**src/hdl/isa_pkg.sv**
```systemverilog
// instruction encodings for the scalar and matrix opcodes
// decoded operation enums shared by decoder and issue stage
package isa_pkg;

    // major opcodes, instr[6:0]
    typedef enum logic [6:0] {
        RTYPE    = 7'b0110011,
        ITYPE    = 7'b0010011,
        ITYPE_LW = 7'b0000011,
        STYPE    = 7'b0100011,
        BTYPE    = 7'b1100011,
        JAL      = 7'b1101111,
        JALR     = 7'b1100111,
        LUI      = 7'b0110111,
        HALT     = 7'b1111111,
        LD_M     = 7'b1000111,
        ST_M     = 7'b1010111,
        GEMM_M   = 7'b1110111
    } opcode_t;

    // r-type funct3
    localparam logic [2:0] F3_ADD_SUB = 3'b000;
    localparam logic [2:0] F3_SLL     = 3'b001;
    localparam logic [2:0] F3_SLT     = 3'b010;
    localparam logic [2:0] F3_SLTU    = 3'b011;
    localparam logic [2:0] F3_XOR     = 3'b100;
    localparam logic [2:0] F3_SRL_SRA = 3'b101;
    localparam logic [2:0] F3_OR      = 3'b110;
    localparam logic [2:0] F3_AND     = 3'b111;

    // i-type funct3
    localparam logic [2:0] F3_ADDI      = 3'b000;
    localparam logic [2:0] F3_SLLI      = 3'b001;
    localparam logic [2:0] F3_SLTI      = 3'b010;
    localparam logic [2:0] F3_SLTIU     = 3'b011;
    localparam logic [2:0] F3_XORI      = 3'b100;
    localparam logic [2:0] F3_SRLI_SRAI = 3'b101;
    localparam logic [2:0] F3_ORI       = 3'b110;
    localparam logic [2:0] F3_ANDI      = 3'b111;

    // b-type funct3
    localparam logic [2:0] F3_BEQ  = 3'b000;
    localparam logic [2:0] F3_BNE  = 3'b001;
    localparam logic [2:0] F3_BLT  = 3'b100;
    localparam logic [2:0] F3_BGE  = 3'b101;
    localparam logic [2:0] F3_BLTU = 3'b110;
    localparam logic [2:0] F3_BGEU = 3'b111;

    // only word width is supported for lw / sw
    localparam logic [2:0] F3_WORD = 3'b010;

    localparam logic [6:0] F7_SUB_SRA = 7'b0100000;

    typedef enum logic [3:0] {
        ALU_ADD, ALU_SUB, ALU_SLL, ALU_SRL, ALU_SRA,
        ALU_AND, ALU_OR, ALU_XOR, ALU_SLT, ALU_SLTU
    } alu_op_t;

    typedef enum logic [2:0] {
        BR_NONE, BEQ, BNE, BLT, BGE, BLTU, BGEU
    } branch_t;

    typedef enum logic [1:0] {FU_NONE, ALU, LD_ST, BRANCH} fu_scalar_t;

    typedef enum logic [1:0] {FUM_NONE, FUM_LD_ST, GEMM} fu_matrix_t;

    typedef enum logic [1:0] {MEM_NONE, LOAD, STORE} mem_type_t;

    typedef enum logic {U_NONE, U_LUI} u_type_t;

endpackage

```
**src/hdl/core_types_pkg.sv**
```systemverilog
// datapath word and register index types
package core_types_pkg;

    // scalar data word
    typedef logic [31:0] word_t;

    // scalar register index, also used for the stride register
    typedef logic [4:0] reg_idx_t;

    // matrix destination register
    typedef logic [3:0] mreg_idx_t;

endpackage

```
**src/hdl/control_unit_if.sv**
```systemverilog
// decoder bundle: instruction in, decoded control fields out
`timescale 1ns/100ps

interface control_unit_if;
    import isa_pkg::*;
    import core_types_pkg::*;

    word_t      instr;

    // scalar control
    logic       halt;
    logic       i_flag;
    mem_type_t  s_mem_type;
    logic       reg_write;
    logic       jal;
    logic       jalr;
    u_type_t    u_type;
    alu_op_t    alu_op;
    branch_t    branch_type;
    word_t      imm;
    fu_scalar_t fu_s;

    // matrix control
    reg_idx_t   stride;
    fu_matrix_t fu_m;
    mem_type_t  m_mem_type;
    mreg_idx_t  matrix_rd;

    modport cu (
        input  instr,
        output halt, i_flag, s_mem_type, reg_write, jal, jalr, u_type,
               alu_op, branch_type, imm, stride, fu_s, fu_m, m_mem_type, matrix_rd
    );

    modport issue (
        output instr,
        input  halt, i_flag, s_mem_type, reg_write, jal, jalr, u_type,
               alu_op, branch_type, imm, stride, fu_s, fu_m, m_mem_type, matrix_rd
    );

endinterface

```
**src/hdl/control_unit.sv**
```systemverilog
// combinational decoder for rv32i subset plus ld.m, st.m and gemm.m
`timescale 1ns/100ps

module control_unit (
    control_unit_if.cu cu_if
);
    import isa_pkg::*;
    import core_types_pkg::*;

    word_t instr;

    assign instr = cu_if.instr;

    always_comb
    begin
        // everything idle unless the opcode says otherwise
        cu_if.halt        = 1'b0;
        cu_if.i_flag      = 1'b0;
        cu_if.s_mem_type  = MEM_NONE;
        cu_if.reg_write   = 1'b0;
        cu_if.jal         = 1'b0;
        cu_if.jalr        = 1'b0;
        cu_if.u_type      = U_NONE;
        cu_if.alu_op      = ALU_ADD;
        cu_if.branch_type = BR_NONE;
        cu_if.imm         = '0;
        cu_if.stride      = '0;
        cu_if.fu_s        = FU_NONE;
        cu_if.fu_m        = FUM_NONE;
        cu_if.m_mem_type  = MEM_NONE;
        cu_if.matrix_rd   = '0;

        case (opcode_t'(instr[6:0]))
            RTYPE:
            begin
                cu_if.reg_write = 1'b1;
                cu_if.fu_s      = ALU;
                case (instr[14:12])
                    F3_ADD_SUB: cu_if.alu_op = (instr[31:25] == F7_SUB_SRA) ? ALU_SUB : ALU_ADD;
                    F3_SLL:     cu_if.alu_op = ALU_SLL;
                    F3_SLT:     cu_if.alu_op = ALU_SLT;
                    F3_SLTU:    cu_if.alu_op = ALU_SLTU;
                    F3_XOR:     cu_if.alu_op = ALU_XOR;
                    F3_SRL_SRA: cu_if.alu_op = (instr[31:25] == F7_SUB_SRA) ? ALU_SRA : ALU_SRL;
                    F3_OR:      cu_if.alu_op = ALU_OR;
                    F3_AND:     cu_if.alu_op = ALU_AND;
                endcase
            end
            ITYPE:
            begin
                cu_if.reg_write = 1'b1;
                cu_if.i_flag    = 1'b1;
                cu_if.fu_s      = ALU;
                cu_if.imm       = {{20{instr[31]}}, instr[31:20]};
                case (instr[14:12])
                    F3_ADDI:      cu_if.alu_op = ALU_ADD;
                    F3_SLLI:      cu_if.alu_op = ALU_SLL;
                    F3_SLTI:      cu_if.alu_op = ALU_SLT;
                    F3_SLTIU:     cu_if.alu_op = ALU_SLTU;
                    F3_XORI:      cu_if.alu_op = ALU_XOR;
                    F3_SRLI_SRAI: cu_if.alu_op = (instr[31:25] == F7_SUB_SRA) ? ALU_SRA : ALU_SRL;
                    F3_ORI:       cu_if.alu_op = ALU_OR;
                    F3_ANDI:      cu_if.alu_op = ALU_AND;
                endcase
            end
            ITYPE_LW:
            begin
                // other widths decode to nothing
                if (instr[14:12] == F3_WORD)
                begin
                    cu_if.reg_write  = 1'b1;
                    cu_if.i_flag     = 1'b1;
                    cu_if.s_mem_type = LOAD;
                    cu_if.fu_s       = LD_ST;
                    cu_if.imm        = {{20{instr[31]}}, instr[31:20]};
                end
            end
            STYPE:
            begin
                if (instr[14:12] == F3_WORD)
                begin
                    cu_if.i_flag     = 1'b1;
                    cu_if.s_mem_type = STORE;
                    cu_if.fu_s       = LD_ST;
                    cu_if.imm        = {{20{instr[31]}}, instr[31:25], instr[11:7]};
                end
            end
            BTYPE:
            begin
                cu_if.fu_s = BRANCH;
                cu_if.imm  = {{19{instr[31]}}, instr[31], instr[7], instr[30:25],
                              instr[11:8], 1'b0};
                case (instr[14:12])
                    F3_BEQ:  cu_if.branch_type = BEQ;
                    F3_BNE:  cu_if.branch_type = BNE;
                    F3_BLT:  cu_if.branch_type = BLT;
                    F3_BGE:  cu_if.branch_type = BGE;
                    F3_BLTU: cu_if.branch_type = BLTU;
                    F3_BGEU: cu_if.branch_type = BGEU;
                    // funct3 2 and 3 are reserved
                    default: cu_if.fu_s = FU_NONE;
                endcase
            end
            JAL:
            begin
                cu_if.reg_write = 1'b1;
                cu_if.jal       = 1'b1;
                cu_if.i_flag    = 1'b1;
                cu_if.fu_s      = ALU;
                cu_if.imm       = {{11{instr[31]}}, instr[31], instr[19:12], instr[20],
                                   instr[30:21], 1'b0};
            end
            JALR:
            begin
                cu_if.reg_write = 1'b1;
                cu_if.jalr      = 1'b1;
                cu_if.i_flag    = 1'b1;
                cu_if.fu_s      = ALU;
                cu_if.imm       = {{20{instr[31]}}, instr[31:20]};
            end
            LUI:
            begin
                cu_if.reg_write = 1'b1;
                cu_if.u_type    = U_LUI;
                cu_if.imm       = {instr[31:12], 12'b0};
            end
            HALT:
                cu_if.halt = 1'b1;
            LD_M, ST_M:
            begin
                // stride is a scalar register index, imm is an 11-bit offset
                cu_if.fu_m       = FUM_LD_ST;
                cu_if.m_mem_type = (instr[6:0] == LD_M) ? LOAD : STORE;
                cu_if.imm        = {{21{instr[17]}}, instr[17:7]};
                cu_if.stride     = instr[22:18];
                cu_if.matrix_rd  = instr[31:28];
            end
            GEMM_M:
                cu_if.fu_m = GEMM;
            default:
            begin
                // unknown opcode, leave everything idle
            end
        endcase
    end

endmodule

```
**src/hdl/scalar_regfile.sv**
```systemverilog
// scalar register file, two combinational read ports with write-through
`timescale 1ns/100ps

module scalar_regfile #(
    parameter int NUM_REGS = 32
) (
    input  logic                     clk,
    input  logic                     rst_n,
    input  logic                     wb_en,
    input  core_types_pkg::reg_idx_t wb_rd,
    input  core_types_pkg::word_t    wb_data,
    input  core_types_pkg::reg_idx_t rs1,
    input  core_types_pkg::reg_idx_t rs2,
    output core_types_pkg::word_t    rs1_data,
    output core_types_pkg::word_t    rs2_data
);
    import core_types_pkg::*;

    word_t regs [NUM_REGS];
    logic  wr_ok;

    // x0 and indices past the file are not writable
    assign wr_ok = wb_en && (wb_rd != '0) && (int'(wb_rd) < NUM_REGS);

    always_ff @(posedge clk or negedge rst_n)
    begin
        if (!rst_n)
        begin
            for (int i = 0; i < NUM_REGS; i++)
                regs[i] <= '0;
        end
        else if (wr_ok)
        begin
            regs[wb_rd] <= wb_data;
        end
    end

    // same-cycle write bypasses to the read ports
    assign rs1_data = (rs1 == '0 || int'(rs1) >= NUM_REGS) ? '0 :
                      (wr_ok && wb_rd == rs1) ? wb_data : regs[rs1];
    assign rs2_data = (rs2 == '0 || int'(rs2) >= NUM_REGS) ? '0 :
                      (wr_ok && wb_rd == rs2) ? wb_data : regs[rs2];

endmodule

```
**src/hdl/issue_stage.sv**
```systemverilog
// issue register: operand select, scalar / matrix routing, halt latch
`timescale 1ns/100ps

module issue_stage #(
    parameter int NUM_REGS = 32
) (
    input  logic                      clk,
    input  logic                      rst_n,
    input  logic                      instr_valid,
    input  core_types_pkg::word_t     instr,
    control_unit_if.issue             cu_if,
    input  core_types_pkg::word_t     rs1_data,
    input  core_types_pkg::word_t     rs2_data,
    output core_types_pkg::reg_idx_t  rs1,
    output core_types_pkg::reg_idx_t  rs2,
    output logic                      s_valid,
    output isa_pkg::fu_scalar_t       s_fu,
    output isa_pkg::alu_op_t          s_alu_op,
    output isa_pkg::branch_t          s_branch_type,
    output isa_pkg::mem_type_t        s_mem_type,
    output isa_pkg::u_type_t          s_u_type,
    output logic                      s_reg_write,
    output logic                      s_jal,
    output logic                      s_jalr,
    output core_types_pkg::reg_idx_t  s_rd,
    output core_types_pkg::word_t     s_opa,
    output core_types_pkg::word_t     s_opb,
    output core_types_pkg::word_t     s_imm,
    output logic                      m_valid,
    output isa_pkg::fu_matrix_t       m_fu,
    output isa_pkg::mem_type_t        m_mem_type,
    output core_types_pkg::mreg_idx_t m_rd,
    output core_types_pkg::word_t     m_base,
    output core_types_pkg::word_t     m_stride,
    output core_types_pkg::word_t     m_imm,
    output logic                      halted
);
    import isa_pkg::*;
    import core_types_pkg::*;

    // folds register indices into the implemented file
    localparam reg_idx_t IDX_MASK = reg_idx_t'(NUM_REGS - 1);

    logic issue_en;
    logic to_matrix;
    logic to_scalar;

    assign cu_if.instr = instr;

    // matrix ld / st read the stride register on the second port
    assign rs1 = instr[19:15] & IDX_MASK;
    assign rs2 = ((cu_if.fu_m == FUM_LD_ST) ? cu_if.stride : instr[24:20]) & IDX_MASK;

    assign issue_en  = instr_valid && !halted;
    assign to_matrix = (cu_if.fu_m != FUM_NONE);
    assign to_scalar = (cu_if.fu_s != FU_NONE) || (cu_if.u_type == U_LUI);

    always_ff @(posedge clk or negedge rst_n)
    begin
        if (!rst_n)
        begin
            halted        <= 1'b0;
            s_valid       <= 1'b0;
            s_fu          <= FU_NONE;
            s_alu_op      <= ALU_ADD;
            s_branch_type <= BR_NONE;
            s_mem_type    <= MEM_NONE;
            s_u_type      <= U_NONE;
            s_reg_write   <= 1'b0;
            s_jal         <= 1'b0;
            s_jalr        <= 1'b0;
            s_rd          <= '0;
            s_opa         <= '0;
            s_opb         <= '0;
            s_imm         <= '0;
            m_valid       <= 1'b0;
            m_fu          <= FUM_NONE;
            m_mem_type    <= MEM_NONE;
            m_rd          <= '0;
            m_base        <= '0;
            m_stride      <= '0;
            m_imm         <= '0;
        end
        else
        begin
            // valids are single-cycle pulses
            s_valid <= 1'b0;
            m_valid <= 1'b0;
            if (issue_en)
            begin
                if (cu_if.halt)
                begin
                    halted <= 1'b1;
                end
                else if (to_matrix)
                begin
                    m_valid    <= 1'b1;
                    m_fu       <= cu_if.fu_m;
                    m_mem_type <= cu_if.m_mem_type;
                    m_rd       <= cu_if.matrix_rd;
                    m_base     <= rs1_data;
                    m_stride   <= rs2_data;
                    m_imm      <= cu_if.imm;
                end
                else if (to_scalar)
                begin
                    s_valid       <= 1'b1;
                    s_fu          <= cu_if.fu_s;
                    s_alu_op      <= cu_if.alu_op;
                    s_branch_type <= cu_if.branch_type;
                    s_mem_type    <= cu_if.s_mem_type;
                    s_u_type      <= cu_if.u_type;
                    s_reg_write   <= cu_if.reg_write;
                    s_jal         <= cu_if.jal;
                    s_jalr        <= cu_if.jalr;
                    s_rd          <= instr[11:7] & IDX_MASK;
                    s_opa         <= rs1_data;
                    s_opb         <= cu_if.i_flag ? cu_if.imm : rs2_data;
                    s_imm         <= cu_if.imm;
                end
            end
        end
    end

endmodule

```
**src/hdl/decode_top.sv**
```systemverilog
// decode and issue top level: decoder, scalar register file, issue stage
`timescale 1ns/100ps

module decode_top #(
    parameter int NUM_REGS = 32
) (
    input  logic                      clk,
    input  logic                      rst_n,
    input  logic                      instr_valid,
    input  core_types_pkg::word_t     instr,
    input  logic                      wb_en,
    input  core_types_pkg::reg_idx_t  wb_rd,
    input  core_types_pkg::word_t     wb_data,
    output logic                      s_valid,
    output isa_pkg::fu_scalar_t       s_fu,
    output isa_pkg::alu_op_t          s_alu_op,
    output isa_pkg::branch_t          s_branch_type,
    output isa_pkg::mem_type_t        s_mem_type,
    output isa_pkg::u_type_t          s_u_type,
    output logic                      s_reg_write,
    output logic                      s_jal,
    output logic                      s_jalr,
    output core_types_pkg::reg_idx_t  s_rd,
    output core_types_pkg::word_t     s_opa,
    output core_types_pkg::word_t     s_opb,
    output core_types_pkg::word_t     s_imm,
    output logic                      m_valid,
    output isa_pkg::fu_matrix_t       m_fu,
    output isa_pkg::mem_type_t        m_mem_type,
    output core_types_pkg::mreg_idx_t m_rd,
    output core_types_pkg::word_t     m_base,
    output core_types_pkg::word_t     m_stride,
    output core_types_pkg::word_t     m_imm,
    output logic                      halted
);
    import core_types_pkg::*;

    reg_idx_t rs1;
    reg_idx_t rs2;
    word_t    rs1_data;
    word_t    rs2_data;

    control_unit_if cu_bus ();

    control_unit u_control_unit (
        .cu_if (cu_bus)
    );

    scalar_regfile #(
        .NUM_REGS (NUM_REGS)
    ) u_scalar_regfile (
        .clk      (clk),
        .rst_n    (rst_n),
        .wb_en    (wb_en),
        .wb_rd    (wb_rd),
        .wb_data  (wb_data),
        .rs1      (rs1),
        .rs2      (rs2),
        .rs1_data (rs1_data),
        .rs2_data (rs2_data)
    );

    issue_stage #(
        .NUM_REGS (NUM_REGS)
    ) u_issue_stage (
        .clk           (clk),
        .rst_n         (rst_n),
        .instr_valid   (instr_valid),
        .instr         (instr),
        .cu_if         (cu_bus),
        .rs1_data      (rs1_data),
        .rs2_data      (rs2_data),
        .rs1           (rs1),
        .rs2           (rs2),
        .s_valid       (s_valid),
        .s_fu          (s_fu),
        .s_alu_op      (s_alu_op),
        .s_branch_type (s_branch_type),
        .s_mem_type    (s_mem_type),
        .s_u_type      (s_u_type),
        .s_reg_write   (s_reg_write),
        .s_jal         (s_jal),
        .s_jalr        (s_jalr),
        .s_rd          (s_rd),
        .s_opa         (s_opa),
        .s_opb         (s_opb),
        .s_imm         (s_imm),
        .m_valid       (m_valid),
        .m_fu          (m_fu),
        .m_mem_type    (m_mem_type),
        .m_rd          (m_rd),
        .m_base        (m_base),
        .m_stride      (m_stride),
        .m_imm         (m_imm),
        .halted        (halted)
    );

endmodule

```
**config.mk**
```make
export PLATFORM = sky130hd
export DESIGN_NAME = decode_top
export DESIGN_NICKNAME = d
export VERILOG_FILES = /design/src/hdl/isa_pkg.sv /design/src/hdl/core_types_pkg.sv /design/src/hdl/control_unit_if.sv /design/src/hdl/control_unit.sv /design/src/hdl/scalar_regfile.sv /design/src/hdl/issue_stage.sv /design/src/hdl/decode_top.sv
export SDC_FILE = /design/constraint.sdc
export NUM_CORES = 2
export LEC_CHECK = 0
export BUFFER_PORTS_ARGS = -buffer_cell sky130_fd_sc_hd__buf_2
export CORE_MARGIN = 4
export CORE_UTILIZATION = 35
export DETAILED_ROUTE_END_ITERATION = 16
export GPL_TIMING_DRIVEN = 0
export MAX_ROUTING_LAYER = met4
export PLACE_DENSITY_LB_ADDON = 0.3
export SKIP_LAST_GASP = 1
export SYNTH_ARGS = -nofsm -noshare
export SYNTH_HDL_FRONTEND = slang
export SYNTH_SLANG_ARGS = --single-unit
```
**constraint.sdc**
```tcl
create_clock -name clk -period 2.8 [get_ports clk]
set_input_delay 0.28 -clock clk [delete_from_list [all_inputs] [get_ports clk]]
set_output_delay 0.28 -clock clk [all_outputs]
set_load 0.01 [all_outputs]
```
==> results by group <==
Cells and area
  • Final Instance Count excl. Fillers: 8700
  • Final nets: 6093
  • Finished Cell Area: 80030 µm²
  • Share of layout cells above drive strength 1: 0.3984
  • Area delta synth->final: 20.68%
  • Fin util: 0.4257

Place
  • DP HPWL: 270000 µm
  • Pre-CTS WS: -3207 ps
  • PortBufs: 286
  • Routability cong.: 1.070
  • Dpl cell area: 71440 µm²
  • Placed Cells incl. Taps: 8251

Power
  • PnR Total Power: 57.88 mW
  • Leak pwr: 35.30 nW
  • Worst vdd ir: 0.6272 mV
  • PwrDens: 723.3 nW/µm²

Yosys
  • Distinct cells, synth: 95
  • Mapped Cells: 5445
  • Number of synthesized flops with an enable pin: 0
  • Synth Register Bits: 1247
  • Syn avg cell area: 12.18 µm²
  • FFs w/ async S/R, synth: 1.000
  • Sequential share of the synthesized area: 0.4705
  • Synth warn: 0
  • Cell Area, Synth: 66320 µm²
  • Top_reg_cell synth: dfrtp_1
  • Syn_nets: 5518

Setup path
  • Critical Path Source Type: primary input
  • Setup CP Type: primary input to flip-flop
  • WP data arrival: 3740 ps
  • Required @ worst endpoint: 3530 ps
  • Crit path max fanout: 10
  • Critical path endpoint category: flip-flop

STA
  • Final hold slack: -774.8 ps
  • Final worst-path cycle share: 1.075
  • Clock skew: 52.79 ps
  • Slew Limit Fails: 87
  • Least-Margin Pin Slew: 1634 ps
  • RSZ-0062 raised after global routing: true
  • Hold Fails Final Rpt: 319
  • Final setup viols: 260
  • Worst Slack Setup Final: -209.6 ps
  • Max Clk Rate: 332.3 MHz
  • Total negative setup slack: -21480 ps
  • Fin crit period: 3010 ps
  • Relative max-transition margin: -0.08959

Global route
  • Initial antenna violation count: 47
  • Vias in the first global route: 55.69k
  • GRT Residual Overflow: 0
  • Largest net degree at the start of global routing: 165
  • First-pass GRT wire length: 501700 µm
  • GRT Resource Usage Total: 0.3868

Clock network
  • Root buffer cell: clkbuf_16
  • Total CTS buffers: 150
  • Max clock buf depth: 3
  • Clock latency on the worst-skew pair: 880 ps
  • Reg clk slew, reported paths: 60 ps
  • H-tree depth: 4
  • # clock sinks: 1247
  • # hold bufs at CTS: 51
  • CTS tree: built

Die
  • Core Box Area: 188000 µm²
  • Row cnt: 159
  • Die area: 196500 µm²
  • Die X-Extent: 443.3 µm
  • Chip height: 443.3 µm
  • IO Count: 296
  • Starting density of the core: 0.3528

Route
  • Routed length per placed instance: 43.63 µm
  • Vias: 58.43k
  • Final ANT Viol Nets: 0
  • WL final: 379500 µm
  • First-pass DRT Iterations: 8
  • DR vias/cell: 6.716
  • Drc violations: 0
  • Iteration-0 DRC Markers: 9016

Outcome
  • Status: complete, but fails checks
  • Failing checks: negative hold slack, max-capacitance violations, max-slew violations, negative setup slack

Worst hold path
  • Hold Crit Class: primary input to async pin

Job
  • Max cap viols: 8
[cells by family (layout without fill, tap and decap cells)]
family          count (synthesis)  after routing  share of synthesized area
xor+xnor                        6              6                  0.0007926
buf+inv                       617           1316                    0.03832
mux                          1504           1504                     0.3065
other cells                     0             60                          0
simple gates                 1057           1058                    0.07937
compound gates               1014           1014                     0.1044
flops                        1247           1247                     0.4705
[flip-flops by register name, summed over array words and instances (netlist names), 3 cells and up]
signal                       cells
u_scalar_regfile.regs         1024
u_issue_stage.s_alu_op           4
u_issue_stage.m_imm             32
u_issue_stage.s_opb             32
u_issue_stage.s_rd               5
u_issue_stage.m_stride          32
u_issue_stage.s_opa             32
u_issue_stage.s_branch_type      3
u_issue_stage.m_rd               4
u_issue_stage.m_base            32
u_issue_stage.s_imm             32
[timing repair]
| action | in CTS | in global routing |
|---|---|---|
| resized for setup | 560 | 184 |
| setup endpoints to repair | 622 | 219 |
| hold endpoints to repair | 446 | 319 |
| gates cloned | 0 | 1 |
| setup buffers | 36 | 32 |
| pin swaps | 25 | 22 |
[layer usage]
metal / global-route usage / part of all wire
met5: - / 0
met4: 0.2658 / 0.080
met3: 0.1707 / 0.14
met2: 0.5222 / 0.41
met1: 0.4601 / 0.37
[layout by cell type, fill, tap and decap left out, types with 95 or more instances in the layout]
cell type,synthesis,final
dfrtp_1,1247,1247
mux2_2,1014,1014
nand2_1,389,381
mux4_2,320,320
buf_2,87,316
o21ai_0,272,256
clkbuf_1,390,235
and3_1,191,191
nand3_1,182,179
a211oi_1,183,174
mux2i_1,169,163
clkbuf_16,0,154
buf_4,23,116
a21oi_1,116,109
clkbuf_2,0,97
nor2_1,105,95
[cell type report]
class,count,area (µm²)
diodes,60,150.1
plain buffers,589,3874
clock buffers,211,4295
clock inverters,66,879.6
fillers,17690,108000
inverters,20,81.33
multi-input cells,3582,33400
flip-flops and latches,1247,31200
well taps,2495,3122
repair buffers,430,3020
[path summary, 6_finish.rpt]
path / slack, ps / cells past startpoint / endpoint / start
min: -770 / 1 / u_scalar_regfile.regs[183] / rst_n
min reg2reg: 470 / 1 / u_issue_stage.m_imm[17] / u_issue_stage.m_imm[17]
max reg2reg: 0 / 7 / u_issue_stage.s_opb[14] / u_issue_stage.halted
max: -210 / 11 / u_issue_stage.s_opb[14] / instr[3]
max in group asynchronous: 580 / 5 / u_issue_stage.m_imm[11] / rst_n
min in group clk: 40 / 2 / u_scalar_regfile.regs[590] / wb_data[14]
[synth_stat cells, types with 6 or more instances]
cell,n,area share
o21ai_0,272,0.021
nor4_1,25,0.0024
nor3_1,34,0.0026
nand3_1,182,0.014
or4_1,18,0.0020
mux4_2,320,0.11
o32a_1,12,0.0018
a21boi_0,8,0.00091
a31oi_1,47,0.0044
a22oi_1,18,0.0020
a221oi_1,39,0.0052
a221o_1,8,0.0012
a22o_1,12,0.0016
clkbuf_1,390,0.022
and3_1,191,0.018
o22a_1,20,0.0026
o21ai_1,25,0.0019
nand2_1,389,0.022
nand4b_1,14,0.0018
nand2b_1,13,0.0012
nor2_1,105,0.0059
a21o_1,29,0.0033
inv_1,18,0.0010
o211ai_1,12,0.0014
o2bb2ai_1,6,0.00079
a2111o_1,7,0.0012
a32o_1,16,0.0024
mux2_2,1014,0.17
buf_2,87,0.0066
buf_1,93,0.0053
mux2i_1,169,0.026
a211oi_1,183,0.021
o2111ai_1,8,0.0011
buf_4,23,0.0026
a32oi_1,41,0.0054
a311oi_1,8,0.0011
nor3b_1,8,0.00091
o31ai_1,25,0.0028
and2_1,10,0.00094
nand3b_1,6,0.00068
nand4_1,11,0.0010
a21oi_1,116,0.0088
o22ai_1,39,0.0037
nor2b_1,14,0.0013
dfrtp_1,1247,0.47
[worst max-delay path, stage by stage]
cell and delay, ps:
buf_2 200, nor2_1 340, buf_4 290, nand2_2 280, a221oi_1 640, a2111oi_4 130
and2_2 250, buf_4 210, a221oi_4 500, o2111a_1 500, nor2_1 90
[power breakdown]
part	switching [mW]	leakage [nW]	total, mW	internal, mW
combinational	6.96	16.7	12.9	5.96
sequential	2.72	16.1	24.0	21.3
clock	8.84	2.50	20.9	12.1
No activity file was read; power rests on OpenSTA's default activity.
